File: src/energy_cfg_pkg.sv
// ~~~~~~~~~~~~~~~~~~~~~~~~~~~~~~~~~~~~~~~~~~~~~~~~~~~~~~~~~~~~~~~~~~~~~~~~~~
// Energy monitor geometry and widths
// ~~~~~~~~~~~~~~~~~~~~~~~~~~~~~~~~~~~~~~~~~~~~~~~~~~~~~~~~~~~~~~~~~~~~~~~~~~

package energy_cfg_pkg;

    // Spins per frame and rows handled per weight word
    localparam int DATASPIN = 16;
    localparam int PARALLELISM = 2;
    // One weight word per row pair
    localparam int ROWS_PER_FRAME = DATASPIN / PARALLELISM;

    // Signed weight, signed bias, unsigned scaling
    localparam int BITJ = 4;
    localparam int BITH = 4;
    localparam int SCALING_BIT = 4;

    // Energy widths, local row and full frame
    localparam int LOCAL_ENERGY_BIT = 16;
    localparam int ENERGY_TOTAL_BIT = 32;

    // Spin index, wide enough for DATASPIN entries
    localparam int SPINIDX_BIT = 4;
    // Register stages in each input pipe
    localparam int PIPESINTF = 1;

endpackage
File: src/energy_types_pkg.sv
// ~~~~~~~~~~~~~~~~~~~~~~~~~~~~~~~~~~~~~~~~~~~~~~~~~~~~~~~~~~~~~~~~~~~~~~~~~~
// Energy monitor data types
// ~~~~~~~~~~~~~~~~~~~~~~~~~~~~~~~~~~~~~~~~~~~~~~~~~~~~~~~~~~~~~~~~~~~~~~~~~~

package energy_types_pkg;

    import energy_cfg_pkg::*;

    // One bit per spin, 1 is +1 and 0 is -1
    typedef logic [DATASPIN-1:0] spin_vec_t;

    // Row of signed weights, weight j sits at index j
    typedef logic [DATASPIN-1:0][BITJ-1:0] weight_row_t;
    // Little-endian, row 0 of the pair in the low bits
    typedef weight_row_t [PARALLELISM-1:0] weight_word_t;

    typedef logic signed [BITH-1:0] hbias_t;
    typedef logic [SCALING_BIT-1:0] hscale_t;

    // Weight pipe payload, one row pair with its biases and scalings
    typedef struct packed {
        weight_word_t weight;
        hbias_t [PARALLELISM-1:0] hbias;
        hscale_t [PARALLELISM-1:0] hscaling;
    } weight_pkt_t;

    typedef logic signed [LOCAL_ENERGY_BIT-1:0] local_energy_t;
    typedef logic signed [ENERGY_TOTAL_BIT-1:0] energy_t;

endpackage

File: src/energy_monitor.sv
// ~~~~~~~~~~~~~~~~~~~~~~~~~~~~~~~~~~~~~~~~~~~~~~~~~~~~~~~~~~~~~~~~~~~~~~~~~~
// Ising energy monitor top level
// ~~~~~~~~~~~~~~~~~~~~~~~~~~~~~~~~~~~~~~~~~~~~~~~~~~~~~~~~~~~~~~~~~~~~~~~~~~

`timescale 1ns/10ps

module energy_monitor (
    input  logic                                                     clk_i,
    input  logic                                                     rst_n_i,
    input  logic                                                     en_i,
    input  logic                                                     spin_valid_i,
    input  energy_types_pkg::spin_vec_t                              spin_i,
    output logic                                                     spin_ready_o,
    input  logic                                                     weight_valid_i,
    input  energy_types_pkg::weight_word_t                           weight_i,
    input  energy_types_pkg::hbias_t [energy_cfg_pkg::PARALLELISM-1:0]  hbias_i,
    input  energy_types_pkg::hscale_t [energy_cfg_pkg::PARALLELISM-1:0] hscaling_i,
    output logic                                                     weight_ready_o,
    output logic                                                     energy_valid_o,
    input  logic                                                     energy_ready_i,
    output energy_types_pkg::energy_t                                energy_o
);

    import energy_cfg_pkg::*;
    import energy_types_pkg::*;

    spin_vec_t                spin_pipe, spin_cached;
    weight_pkt_t              weight_pkt_in, weight_pkt_pipe;
    logic                     spin_pipe_valid, spin_pipe_ready, spin_take;
    logic                     weight_pipe_valid, weight_pipe_ready, weight_take;
    logic                     row_valid, row_last, frame_done, clear;
    logic [PARALLELISM-1:0]   current_spin, exe_valid, exe_last;
    local_energy_t            local_energy [PARALLELISM];

    // Pipe inputs only open in the matching controller phase
    assign spin_ready_o = spin_pipe_ready && spin_take;
    assign weight_ready_o = weight_pipe_ready && weight_take;
    assign weight_pkt_in = '{weight: weight_i, hbias: hbias_i, hscaling: hscaling_i};

    bp_pipe #(.payload_t(spin_vec_t), .PIPES(PIPESINTF)) u_pipe_spin (
        .clk_i(clk_i), .rst_n_i(rst_n_i),
        .valid_i(spin_valid_i && spin_take), .data_i(spin_i), .ready_o(spin_pipe_ready),
        .valid_o(spin_pipe_valid), .data_o(spin_pipe), .ready_i(spin_take)
    );

    bp_pipe #(.payload_t(weight_pkt_t), .PIPES(PIPESINTF)) u_pipe_weight (
        .clk_i(clk_i), .rst_n_i(rst_n_i),
        .valid_i(weight_valid_i && weight_take), .data_i(weight_pkt_in),
        .ready_o(weight_pipe_ready),
        .valid_o(weight_pipe_valid), .data_o(weight_pkt_pipe), .ready_i(weight_take)
    );

    energy_ctrl u_ctrl (
        .clk_i(clk_i), .rst_n_i(rst_n_i), .en_i(en_i),
        .spin_valid_i(spin_pipe_valid), .spin_i(spin_pipe), .spin_ready_o(spin_take),
        .weight_valid_i(weight_pipe_valid), .weight_ready_o(weight_take),
        .row_valid_o(row_valid), .row_last_o(row_last),
        .spin_vec_o(spin_cached), .current_spin_o(current_spin),
        .frame_done_i(frame_done), .clear_o(clear),
        .energy_valid_o(energy_valid_o), .energy_ready_i(energy_ready_i)
    );

    // One execute unit per row of the weight word
    for (genvar k = 0; k < PARALLELISM; k++) begin : g_exe
        partial_energy_calc u_partial_energy_calc (
            .clk_i(clk_i), .rst_n_i(rst_n_i), .en_i(en_i),
            .valid_i(row_valid), .last_i(row_last),
            .spin_vec_i(spin_cached), .current_spin_i(current_spin[k]),
            .weight_i(weight_pkt_pipe.weight[k]),
            .hbias_i(weight_pkt_pipe.hbias[k]), .hscaling_i(weight_pkt_pipe.hscaling[k]),
            .valid_o(exe_valid[k]), .last_o(exe_last[k]), .energy_o(local_energy[k])
        );
    end

    energy_accumulator u_accumulator (
        .clk_i(clk_i), .rst_n_i(rst_n_i), .en_i(en_i),
        .valid_i(&exe_valid), .last_i(&exe_last), .clear_i(clear),
        .energy_a_i(local_energy[0]), .energy_b_i(local_energy[1]),
        .frame_done_o(frame_done), .energy_o(energy_o)
    );

endmodule

File: src/energy_accumulator.sv
// ~~~~~~~~~~~~~~~~~~~~~~~~~~~~~~~~~~~~~~~~~~~~~~~~~~~~~~~~~~~~~~~~~~~~~~~~~~
// Frame energy accumulator
// ~~~~~~~~~~~~~~~~~~~~~~~~~~~~~~~~~~~~~~~~~~~~~~~~~~~~~~~~~~~~~~~~~~~~~~~~~~

`timescale 1ns/10ps

module energy_accumulator (
    input  logic                             clk_i,
    input  logic                             rst_n_i,
    input  logic                             en_i,
    input  logic                             valid_i,
    input  logic                             last_i,
    input  logic                             clear_i,
    input  energy_types_pkg::local_energy_t  energy_a_i,
    input  energy_types_pkg::local_energy_t  energy_b_i,
    output logic                             frame_done_o,
    output energy_types_pkg::energy_t        energy_o
);

    import energy_types_pkg::*;

    energy_t pair_sum;
    energy_t sum_q;
    logic    done_q;

    // Both rows sign-extended before the add
    assign pair_sum = energy_t'(energy_a_i) + energy_t'(energy_b_i);

    always_ff @(posedge clk_i) begin
        if (!rst_n_i) begin
            sum_q <= '0;
            done_q <= 1'b0;
        end else if (en_i) begin
            // One-cycle pulse after the last pair lands
            done_q <= valid_i && last_i;
            if (clear_i) begin
                sum_q <= '0;
            end else if (valid_i) begin
                sum_q <= sum_q + pair_sum;
            end
        end
    end

    assign frame_done_o = done_q;
    assign energy_o = sum_q;

endmodule

File: src/partial_energy_calc.sv
// ~~~~~~~~~~~~~~~~~~~~~~~~~~~~~~~~~~~~~~~~~~~~~~~~~~~~~~~~~~~~~~~~~~~~~~~~~~
// Local energy of one row
// ~~~~~~~~~~~~~~~~~~~~~~~~~~~~~~~~~~~~~~~~~~~~~~~~~~~~~~~~~~~~~~~~~~~~~~~~~~

`timescale 1ns/10ps

module partial_energy_calc (
    input  logic                             clk_i,
    input  logic                             rst_n_i,
    input  logic                             en_i,
    input  logic                             valid_i,
    input  logic                             last_i,
    input  energy_types_pkg::spin_vec_t      spin_vec_i,
    input  logic                             current_spin_i,
    input  energy_types_pkg::weight_row_t    weight_i,
    input  energy_types_pkg::hbias_t         hbias_i,
    input  energy_types_pkg::hscale_t        hscaling_i,
    output logic                             valid_o,
    output logic                             last_o,
    output energy_types_pkg::local_energy_t  energy_o
);

    import energy_cfg_pkg::*;
    import energy_types_pkg::*;

    local_energy_t weight_sum, bias_term, row_energy, energy_d;
    local_energy_t energy_q;
    logic          valid_q, last_q;

    // Weighted spin sum, a spin of 0 subtracts its weight
    always_comb begin
        weight_sum = '0;
        for (int j = 0; j < DATASPIN; j++) begin
            if (spin_vec_i[j]) begin
                weight_sum = weight_sum + local_energy_t'($signed(weight_i[j]));
            end else begin
                weight_sum = weight_sum - local_energy_t'($signed(weight_i[j]));
            end
        end
    end

    // Signed bias times unsigned scaling, zero-extended
    assign bias_term = local_energy_t'(hbias_i) * local_energy_t'(hscaling_i);
    assign row_energy = weight_sum + bias_term;
    // Sign of the row's own spin
    assign energy_d = current_spin_i ? row_energy : -row_energy;

    always_ff @(posedge clk_i) begin
        if (!rst_n_i) begin
            valid_q <= 1'b0;
            last_q <= 1'b0;
        end else if (en_i) begin
            valid_q <= valid_i;
            last_q <= valid_i && last_i;
        end
    end

    always_ff @(posedge clk_i) begin
        if (en_i && valid_i) energy_q <= energy_d;
    end

    assign valid_o = valid_q;
    assign last_o = last_q;
    assign energy_o = energy_q;

endmodule

File: src/energy_ctrl.sv
// ~~~~~~~~~~~~~~~~~~~~~~~~~~~~~~~~~~~~~~~~~~~~~~~~~~~~~~~~~~~~~~~~~~~~~~~~~~
// Frame control and spin selection
// ~~~~~~~~~~~~~~~~~~~~~~~~~~~~~~~~~~~~~~~~~~~~~~~~~~~~~~~~~~~~~~~~~~~~~~~~~~

`timescale 1ns/10ps

module energy_ctrl (
    input  logic                                         clk_i,
    input  logic                                         rst_n_i,
    input  logic                                         en_i,
    input  logic                                         spin_valid_i,
    input  energy_types_pkg::spin_vec_t                  spin_i,
    output logic                                         spin_ready_o,
    input  logic                                         weight_valid_i,
    output logic                                         weight_ready_o,
    output logic                                         row_valid_o,
    output logic                                         row_last_o,
    output energy_types_pkg::spin_vec_t                  spin_vec_o,
    output logic [energy_cfg_pkg::PARALLELISM-1:0]       current_spin_o,
    input  logic                                         frame_done_i,
    output logic                                         clear_o,
    output logic                                         energy_valid_o,
    input  logic                                         energy_ready_i
);

    import energy_cfg_pkg::*;
    import energy_types_pkg::*;

    typedef enum logic [1:0] {
        S_SPIN,
        S_ROWS,
        S_HOLD
    } state_t;

    // Index of the first spin of the last row pair
    localparam logic [SPINIDX_BIT-1:0] LAST_IDX =
        SPINIDX_BIT'((ROWS_PER_FRAME - 1) * PARALLELISM);

    state_t                 state_q, state_d;
    logic [SPINIDX_BIT-1:0] spin_idx_q;
    spin_vec_t              spin_cache_q;
    logic                   energy_valid_q;
    logic                   spin_fire, weight_fire, energy_fire;
    logic                   idx_last;

    // Readies only in their own phase, and only while enabled
    assign spin_ready_o = en_i && (state_q == S_SPIN);
    assign weight_ready_o = en_i && (state_q == S_ROWS);

    assign spin_fire = spin_valid_i && spin_ready_o;
    assign weight_fire = weight_valid_i && weight_ready_o;
    assign energy_fire = en_i && energy_valid_q && energy_ready_i;
    assign idx_last = (spin_idx_q == LAST_IDX);

    always_comb begin
        state_d = state_q;
        case (state_q)
            S_SPIN: begin
                if (spin_fire) state_d = S_ROWS;
            end
            S_ROWS: begin
                // Eighth word closes the frame input
                if (weight_fire && idx_last) state_d = S_HOLD;
            end
            S_HOLD: begin
                if (energy_fire) state_d = S_SPIN;
            end
            default: state_d = S_SPIN;
        endcase
    end

    always_ff @(posedge clk_i) begin
        if (!rst_n_i) begin
            state_q <= S_SPIN;
            spin_idx_q <= '0;
            energy_valid_q <= 1'b0;
        end else begin
            state_q <= state_d;
            // Row counter steps by one row pair per word
            if (spin_fire) begin
                spin_idx_q <= '0;
            end else if (weight_fire) begin
                spin_idx_q <= spin_idx_q + SPINIDX_BIT'(PARALLELISM);
            end
            // Result is held until the consumer takes it
            if (en_i && (state_q == S_HOLD) && frame_done_i) begin
                energy_valid_q <= 1'b1;
            end else if (energy_fire) begin
                energy_valid_q <= 1'b0;
            end
        end
    end

    // Spin vector kept for the whole frame
    always_ff @(posedge clk_i) begin
        if (spin_fire) spin_cache_q <= spin_i;
    end

    assign row_valid_o = weight_fire;
    assign row_last_o = weight_fire && idx_last;
    assign spin_vec_o = spin_cache_q;
    // Little-endian pick of the two current spins
    assign current_spin_o = spin_cache_q[spin_idx_q +: PARALLELISM];
    assign clear_o = energy_fire;
    assign energy_valid_o = energy_valid_q;

endmodule

File: src/bp_pipe.sv
// ~~~~~~~~~~~~~~~~~~~~~~~~~~~~~~~~~~~~~~~~~~~~~~~~~~~~~~~~~~~~~~~~~~~~~~~~~~
// Valid/ready pipe with skid buffer
// ~~~~~~~~~~~~~~~~~~~~~~~~~~~~~~~~~~~~~~~~~~~~~~~~~~~~~~~~~~~~~~~~~~~~~~~~~~

`timescale 1ns/10ps

module bp_pipe #(
    parameter type payload_t = logic,
    parameter int PIPES = 1
) (
    input  logic     clk_i,
    input  logic     rst_n_i,
    input  logic     valid_i,
    input  payload_t data_i,
    output logic     ready_o,
    output logic     valid_o,
    output payload_t data_o,
    input  logic     ready_i
);

    if (PIPES == 0) begin : g_bypass
        assign valid_o = valid_i;
        assign data_o = data_i;
        assign ready_o = ready_i;
    end else begin : g_chain
        // Stage boundaries, index 0 faces the input
        logic     valid_s [PIPES+1];
        logic     ready_s [PIPES+1];
        payload_t data_s [PIPES+1];

        assign valid_s[0] = valid_i;
        assign data_s[0] = data_i;
        assign ready_o = ready_s[0];
        assign valid_o = valid_s[PIPES];
        assign data_o = data_s[PIPES];
        assign ready_s[PIPES] = ready_i;

        for (genvar s = 0; s < PIPES; s++) begin : g_stage
            logic     main_valid_q, skid_valid_q, ready_q;
            logic     main_valid_d, skid_valid_d;
            logic     in_fire, drain;
            payload_t main_q, skid_q;

            assign in_fire = valid_s[s] && ready_q;
            // Main register free or emptying this cycle
            assign drain = !main_valid_q || ready_s[s+1];
            // Skid only fills while the main register is stalled
            assign skid_valid_d = drain ? 1'b0 : (skid_valid_q || in_fire);
            assign main_valid_d = drain ? (skid_valid_q || in_fire) : 1'b1;

            always_ff @(posedge clk_i) begin
                if (!rst_n_i) begin
                    main_valid_q <= 1'b0;
                    skid_valid_q <= 1'b0;
                    ready_q <= 1'b0;
                end else begin
                    main_valid_q <= main_valid_d;
                    skid_valid_q <= skid_valid_d;
                    // Registered ready, high whenever the skid is empty
                    ready_q <= !skid_valid_d;
                end
            end

            always_ff @(posedge clk_i) begin
                if (drain) begin
                    main_q <= skid_valid_q ? skid_q : data_s[s];
                end
                if (!drain && in_fire) begin
                    skid_q <= data_s[s];
                end
            end

            assign ready_s[s] = ready_q;
            assign valid_s[s+1] = main_valid_q;
            assign data_s[s+1] = main_q;
        end
    end

endmodule

File: config.mk
export PLATFORM = sky130hd
export DESIGN_NAME = energy_monitor
export DESIGN_NICKNAME = d
export VERILOG_FILES = /design/src/energy_cfg_pkg.sv /design/src/energy_types_pkg.sv /design/src/energy_monitor.sv /design/src/energy_accumulator.sv /design/src/partial_energy_calc.sv /design/src/energy_ctrl.sv /design/src/bp_pipe.sv
export SDC_FILE = /design/constraint.sdc
export NUM_CORES = 1
export LEC_CHECK = 0
export ABC_AREA = 0
export ABC_CLOCK_PERIOD_IN_PS = 28300
export BUFFER_PORTS_ARGS = -buffer_cell sky130_fd_sc_hd__buf_4
export CORE_ASPECT_RATIO = 0.9
export CORE_MARGIN = 2
export CORE_UTILIZATION = 62
export CTS_BUF_LIST = sky130_fd_sc_hd__clkbuf_4
export DETAILED_ROUTE_END_ITERATION = 16
export GPL_ROUTABILITY_DRIVEN = 0
export PLACE_DENSITY = 0.81
export SLEW_MARGIN = 20
export SYNTH_ARGS = -nofsm -noshare
export SYNTH_HDL_FRONTEND = slang
export SYNTH_HIERARCHICAL = 1
export SYNTH_SLANG_ARGS = --single-unit
File: constraint.sdc
create_clock -name clk_i -period 28.3 [get_ports clk_i]
set_input_delay 4.245 -clock clk_i [delete_from_list [all_inputs] [get_ports clk_i]]
set_output_delay 4.245 -clock clk_i [all_outputs]
set_load 0.005 [all_outputs]
==> results.yml <==
status:
  status: "finished clean"
logic_synthesis:
  synthSimpleGateAreaFrac_pct: 10.30
  synth-compound-area-share_pct: 16.67
  synth_flop_cell: "edfxtp_1"
  synth_top_family_by_area: "adder cells"
  syn_nets: 5372
  yosys_warnings: 6
  synth-xor-area-share_pct: 10.90
  yosysTopAreaCellShare_pct: 25.72
  synth_common_cells: "ha_1, a21oi_1, inv_1, edfxtp_1, xnor2_1"
  synth-seq-cells: 417
  synth.most_common_cell: "ha_1"
  netlist_top_cells_area: "edfxtp_1, ha_1, xnor2_1"
  seq_area_frac_synth_pct: 28.00
  muxShareOfSynthArea_pct: 6.028
  synthCells: 4448
  ys_async_sr_fraction_pct: 0
  synth_fa_ha_area_share_pct: 23.54
  ys_types: 100
  synth_top_cell_by_area: "edfxtp_1"
  syn_avg_cell_area_um2: 9.659
  synth_edf_count: 368
  synth_area_um2: 42960
final_layout:
  final_cells: 5734
  multi_input_area_um2: 28990
  syn2layout_area_growth_pct: 9.074
  fin_nets: 5645
  seq_area_um2: 12040
  final.fill_count: 5291
  drive_above_1_share_pct: 13.14
clock_tree:
  cts_hold_buf: 0
  post-cts-setup-buffer-count: 0
  clkTransAtPathRegs_ps: 70
  cts_buffers: 106
  cts_resized: 0
  clock-root-buffer: "clkbuf_4"
  h-tree-depth: 3
  clock_sinks: 417
  clock_latency_ps: 940
  cts_tree: "yes"
  clockBufferDepth: 3
global_routing:
  grt_pass1_wl_um: 152200
  antenna_found_initial: 2
  grt_max_degree: 61
  grt.overflow.total: 0
  grt_pass1_vias: 32020
  track_usage_pct: 26.09
worst_hold_path:
  min_path_cells: 0
  hold_path.class: "flop to flop"
  hold_end: "u_ctrl/spin_vec_o[11]$_DFFE_PP_"
  min_from: "u_pipe_spin/data_o[11]$_DFFE_PP_"
critical_path:
  cp-end-kind: "flop"
  r2r_end: "g_exe[0].u_partial_energy_calc/energy_o[15]$_DFFE_PP_"
  cp_max_fo: 18
  cp_slowest_cell: "edfxtp_1"
  max_stage_delay_ps: 800
  critPathArrivalTime_ps: 22560
  reg2reg_from: "u_ctrl/spin_vec_o[1]$_DFFE_PP_"
  criticalPathCategory: "flop to flop"
  rrSetupSlack_ps: 6420
  crit_buf_inv: 9
  ff2ff_path_depth: 98
  crit_family: "compound AO/OA/AOI/OAI gates"
  cpMostUsedCell: "ha_1"
  crit_path_start_kind: "flop"
  cp.required_ps: 28980
timing:
  period_share_pct: 77.32
  setup_viol_count_final: 0
  hold_viol: 0
  max_freq_mhz: 45.70
  finalClockSkew_ps: 121.7
  layout_min_cycle_time_ps: 21880
  worst_slew_pin_slew_ps: 1040
  finalMaxSlewViolations: 0
  fin_ws_ps: 6419
  finalSetupTns_ps: 0
  slew_headroom_pct: 30.66
  rsz0062_at_grt: "no"
floorplan:
  rows: 91
  die_h_um: 253.7
  core_um2: 68540
  fp.dieW_um: 281.5
  start_util_pct: 62.68
  dieArea_um2: 71420
  io_pins: 201
placed_design:
  io_buffers: 200
  detailed_place_hpwl_um: 75210
  place_inst: 5543
  place_ws_ps: 6823
route:
  via_per_inst: 5.742
  via_count: 32930
  dr.pass1.iters: 8
  drc: 0
  drtIter0Drc: 1824
  drt_wl_total_um: 93900
  ant_nets: 0
  avgRoutedWirePerCell_um: 16.38
flow_run:
  drv_cap: 0
==> worst max path at each step <==
stage                                             from                                                    end  slack [ps]  cells past startpoint
floorplan           u_pipe_weight/data_o[20]$_DFFE_PP_  g_exe[0].u_partial_energy_calc/energy_o[15]$_DFFE_PP_        8390                     99
global placement        u_ctrl/spin_vec_o[1]$_DFFE_PP_  g_exe[0].u_partial_energy_calc/energy_o[15]$_DFFE_PP_        7640                     95
detailed placement      u_ctrl/spin_vec_o[1]$_DFFE_PP_  g_exe[0].u_partial_energy_calc/energy_o[15]$_DFFE_PP_        6820                     98
CTS                     u_ctrl/spin_vec_o[1]$_DFFE_PP_  g_exe[0].u_partial_energy_calc/energy_o[15]$_DFFE_PP_        6670                     98
global route            u_ctrl/spin_vec_o[1]$_DFFE_PP_  g_exe[0].u_partial_energy_calc/energy_o[15]$_DFFE_PP_        4980                     98
finish                  u_ctrl/spin_vec_o[1]$_DFFE_PP_  g_exe[0].u_partial_energy_calc/energy_o[15]$_DFFE_PP_        6420                     98
==> through the flow <==
stage	instance area, um2	hold slack [ps]	util (%)
global route	46860	438.0	68.37
floorplan	42960	400.3	-
detailed placement	45470	404.5	66.34
global placement	45470	402.7	66.34
CTS	46860	421.8	68.36
finish	46860	421.7	68.37
==> layer usage <==
layer  global-route usage (%)  up-vias  part of all wire [%]
met5                        0        -                     0
met4                    8.374        0                   2.6
met3                    3.098      150                   4.4
met2                    43.79      744                    47
met1                    35.15    15390                    46
li1                         -    16640                     -
==> cells by family (layout without fill, tap and decap cells) <==
group,after synthesis,in the layout
AO/OA/AOI/OAI,1154,1154
XOR/XNOR,522,522
adder cells (fa/ha/maj),758,758
buffers and inverters,492,846
flip-flops,417,417
multiplexers,206,206
other,0,2
AND/OR/NAND/NOR,899,899
==> registers in the layout, summed over array words and instances, names as in the netlist, 2 cells and up <==
register,count
u_ctrl/spin_vec_o,16
g_exe.u_partial_energy_calc/valid_o,2
u_ctrl/state_q,2
g_exe.u_partial_energy_calc/last_o,2
u_accumulator/energy_o,32
u_pipe_spin/g_chain.g_stage.skid_q,16
u_ctrl/spin_idx_q,3
u_pipe_spin/data_o,16
u_pipe_weight/data_o,144
g_exe.u_partial_energy_calc/energy_o,32
u_pipe_weight/g_chain.g_stage.skid_q,144
==> layout make-up <==
type / instances / area share, %
diodes: 2 / 0.01068
clock buffers: 144 / 2.307
clock inverters: 45 / 0.6488
inverters: 439 / 3.516
multi-input cells: 3539 / 61.86
flip-flops and latches: 417 / 25.68
well taps: 930 / 2.483
repair buffers: 218 / 3.492
==> layout by cell type (no fill, tap or decap), types with 28 or more instances in the layout <==
master / instances
dfxtp_1: 48
a211oi_1: 29
or3_1: 42
xor2_1: 153
nor2b_1: 43
buf_4: 218
inv_1: 439
nor3_1: 54
o21bai_1: 132
a21o_1: 118
xnor2_1: 360
edfxtp_1: 368
mux2_4: 58
clkbuf_4: 144
o21a_1: 31
o21ai_0: 201
fa_1: 84
nand2b_1: 72
mux2_2: 138
a31oi_1: 28
nand2_1: 185
a21oi_1: 447
ha_1: 674
nor2_1: 299
nand3_1: 43
and2_1: 33
Power is left out: the tool's default activity adds up to more than one toggle a clock period on the data nets, which glitch-free logic cannot reach.
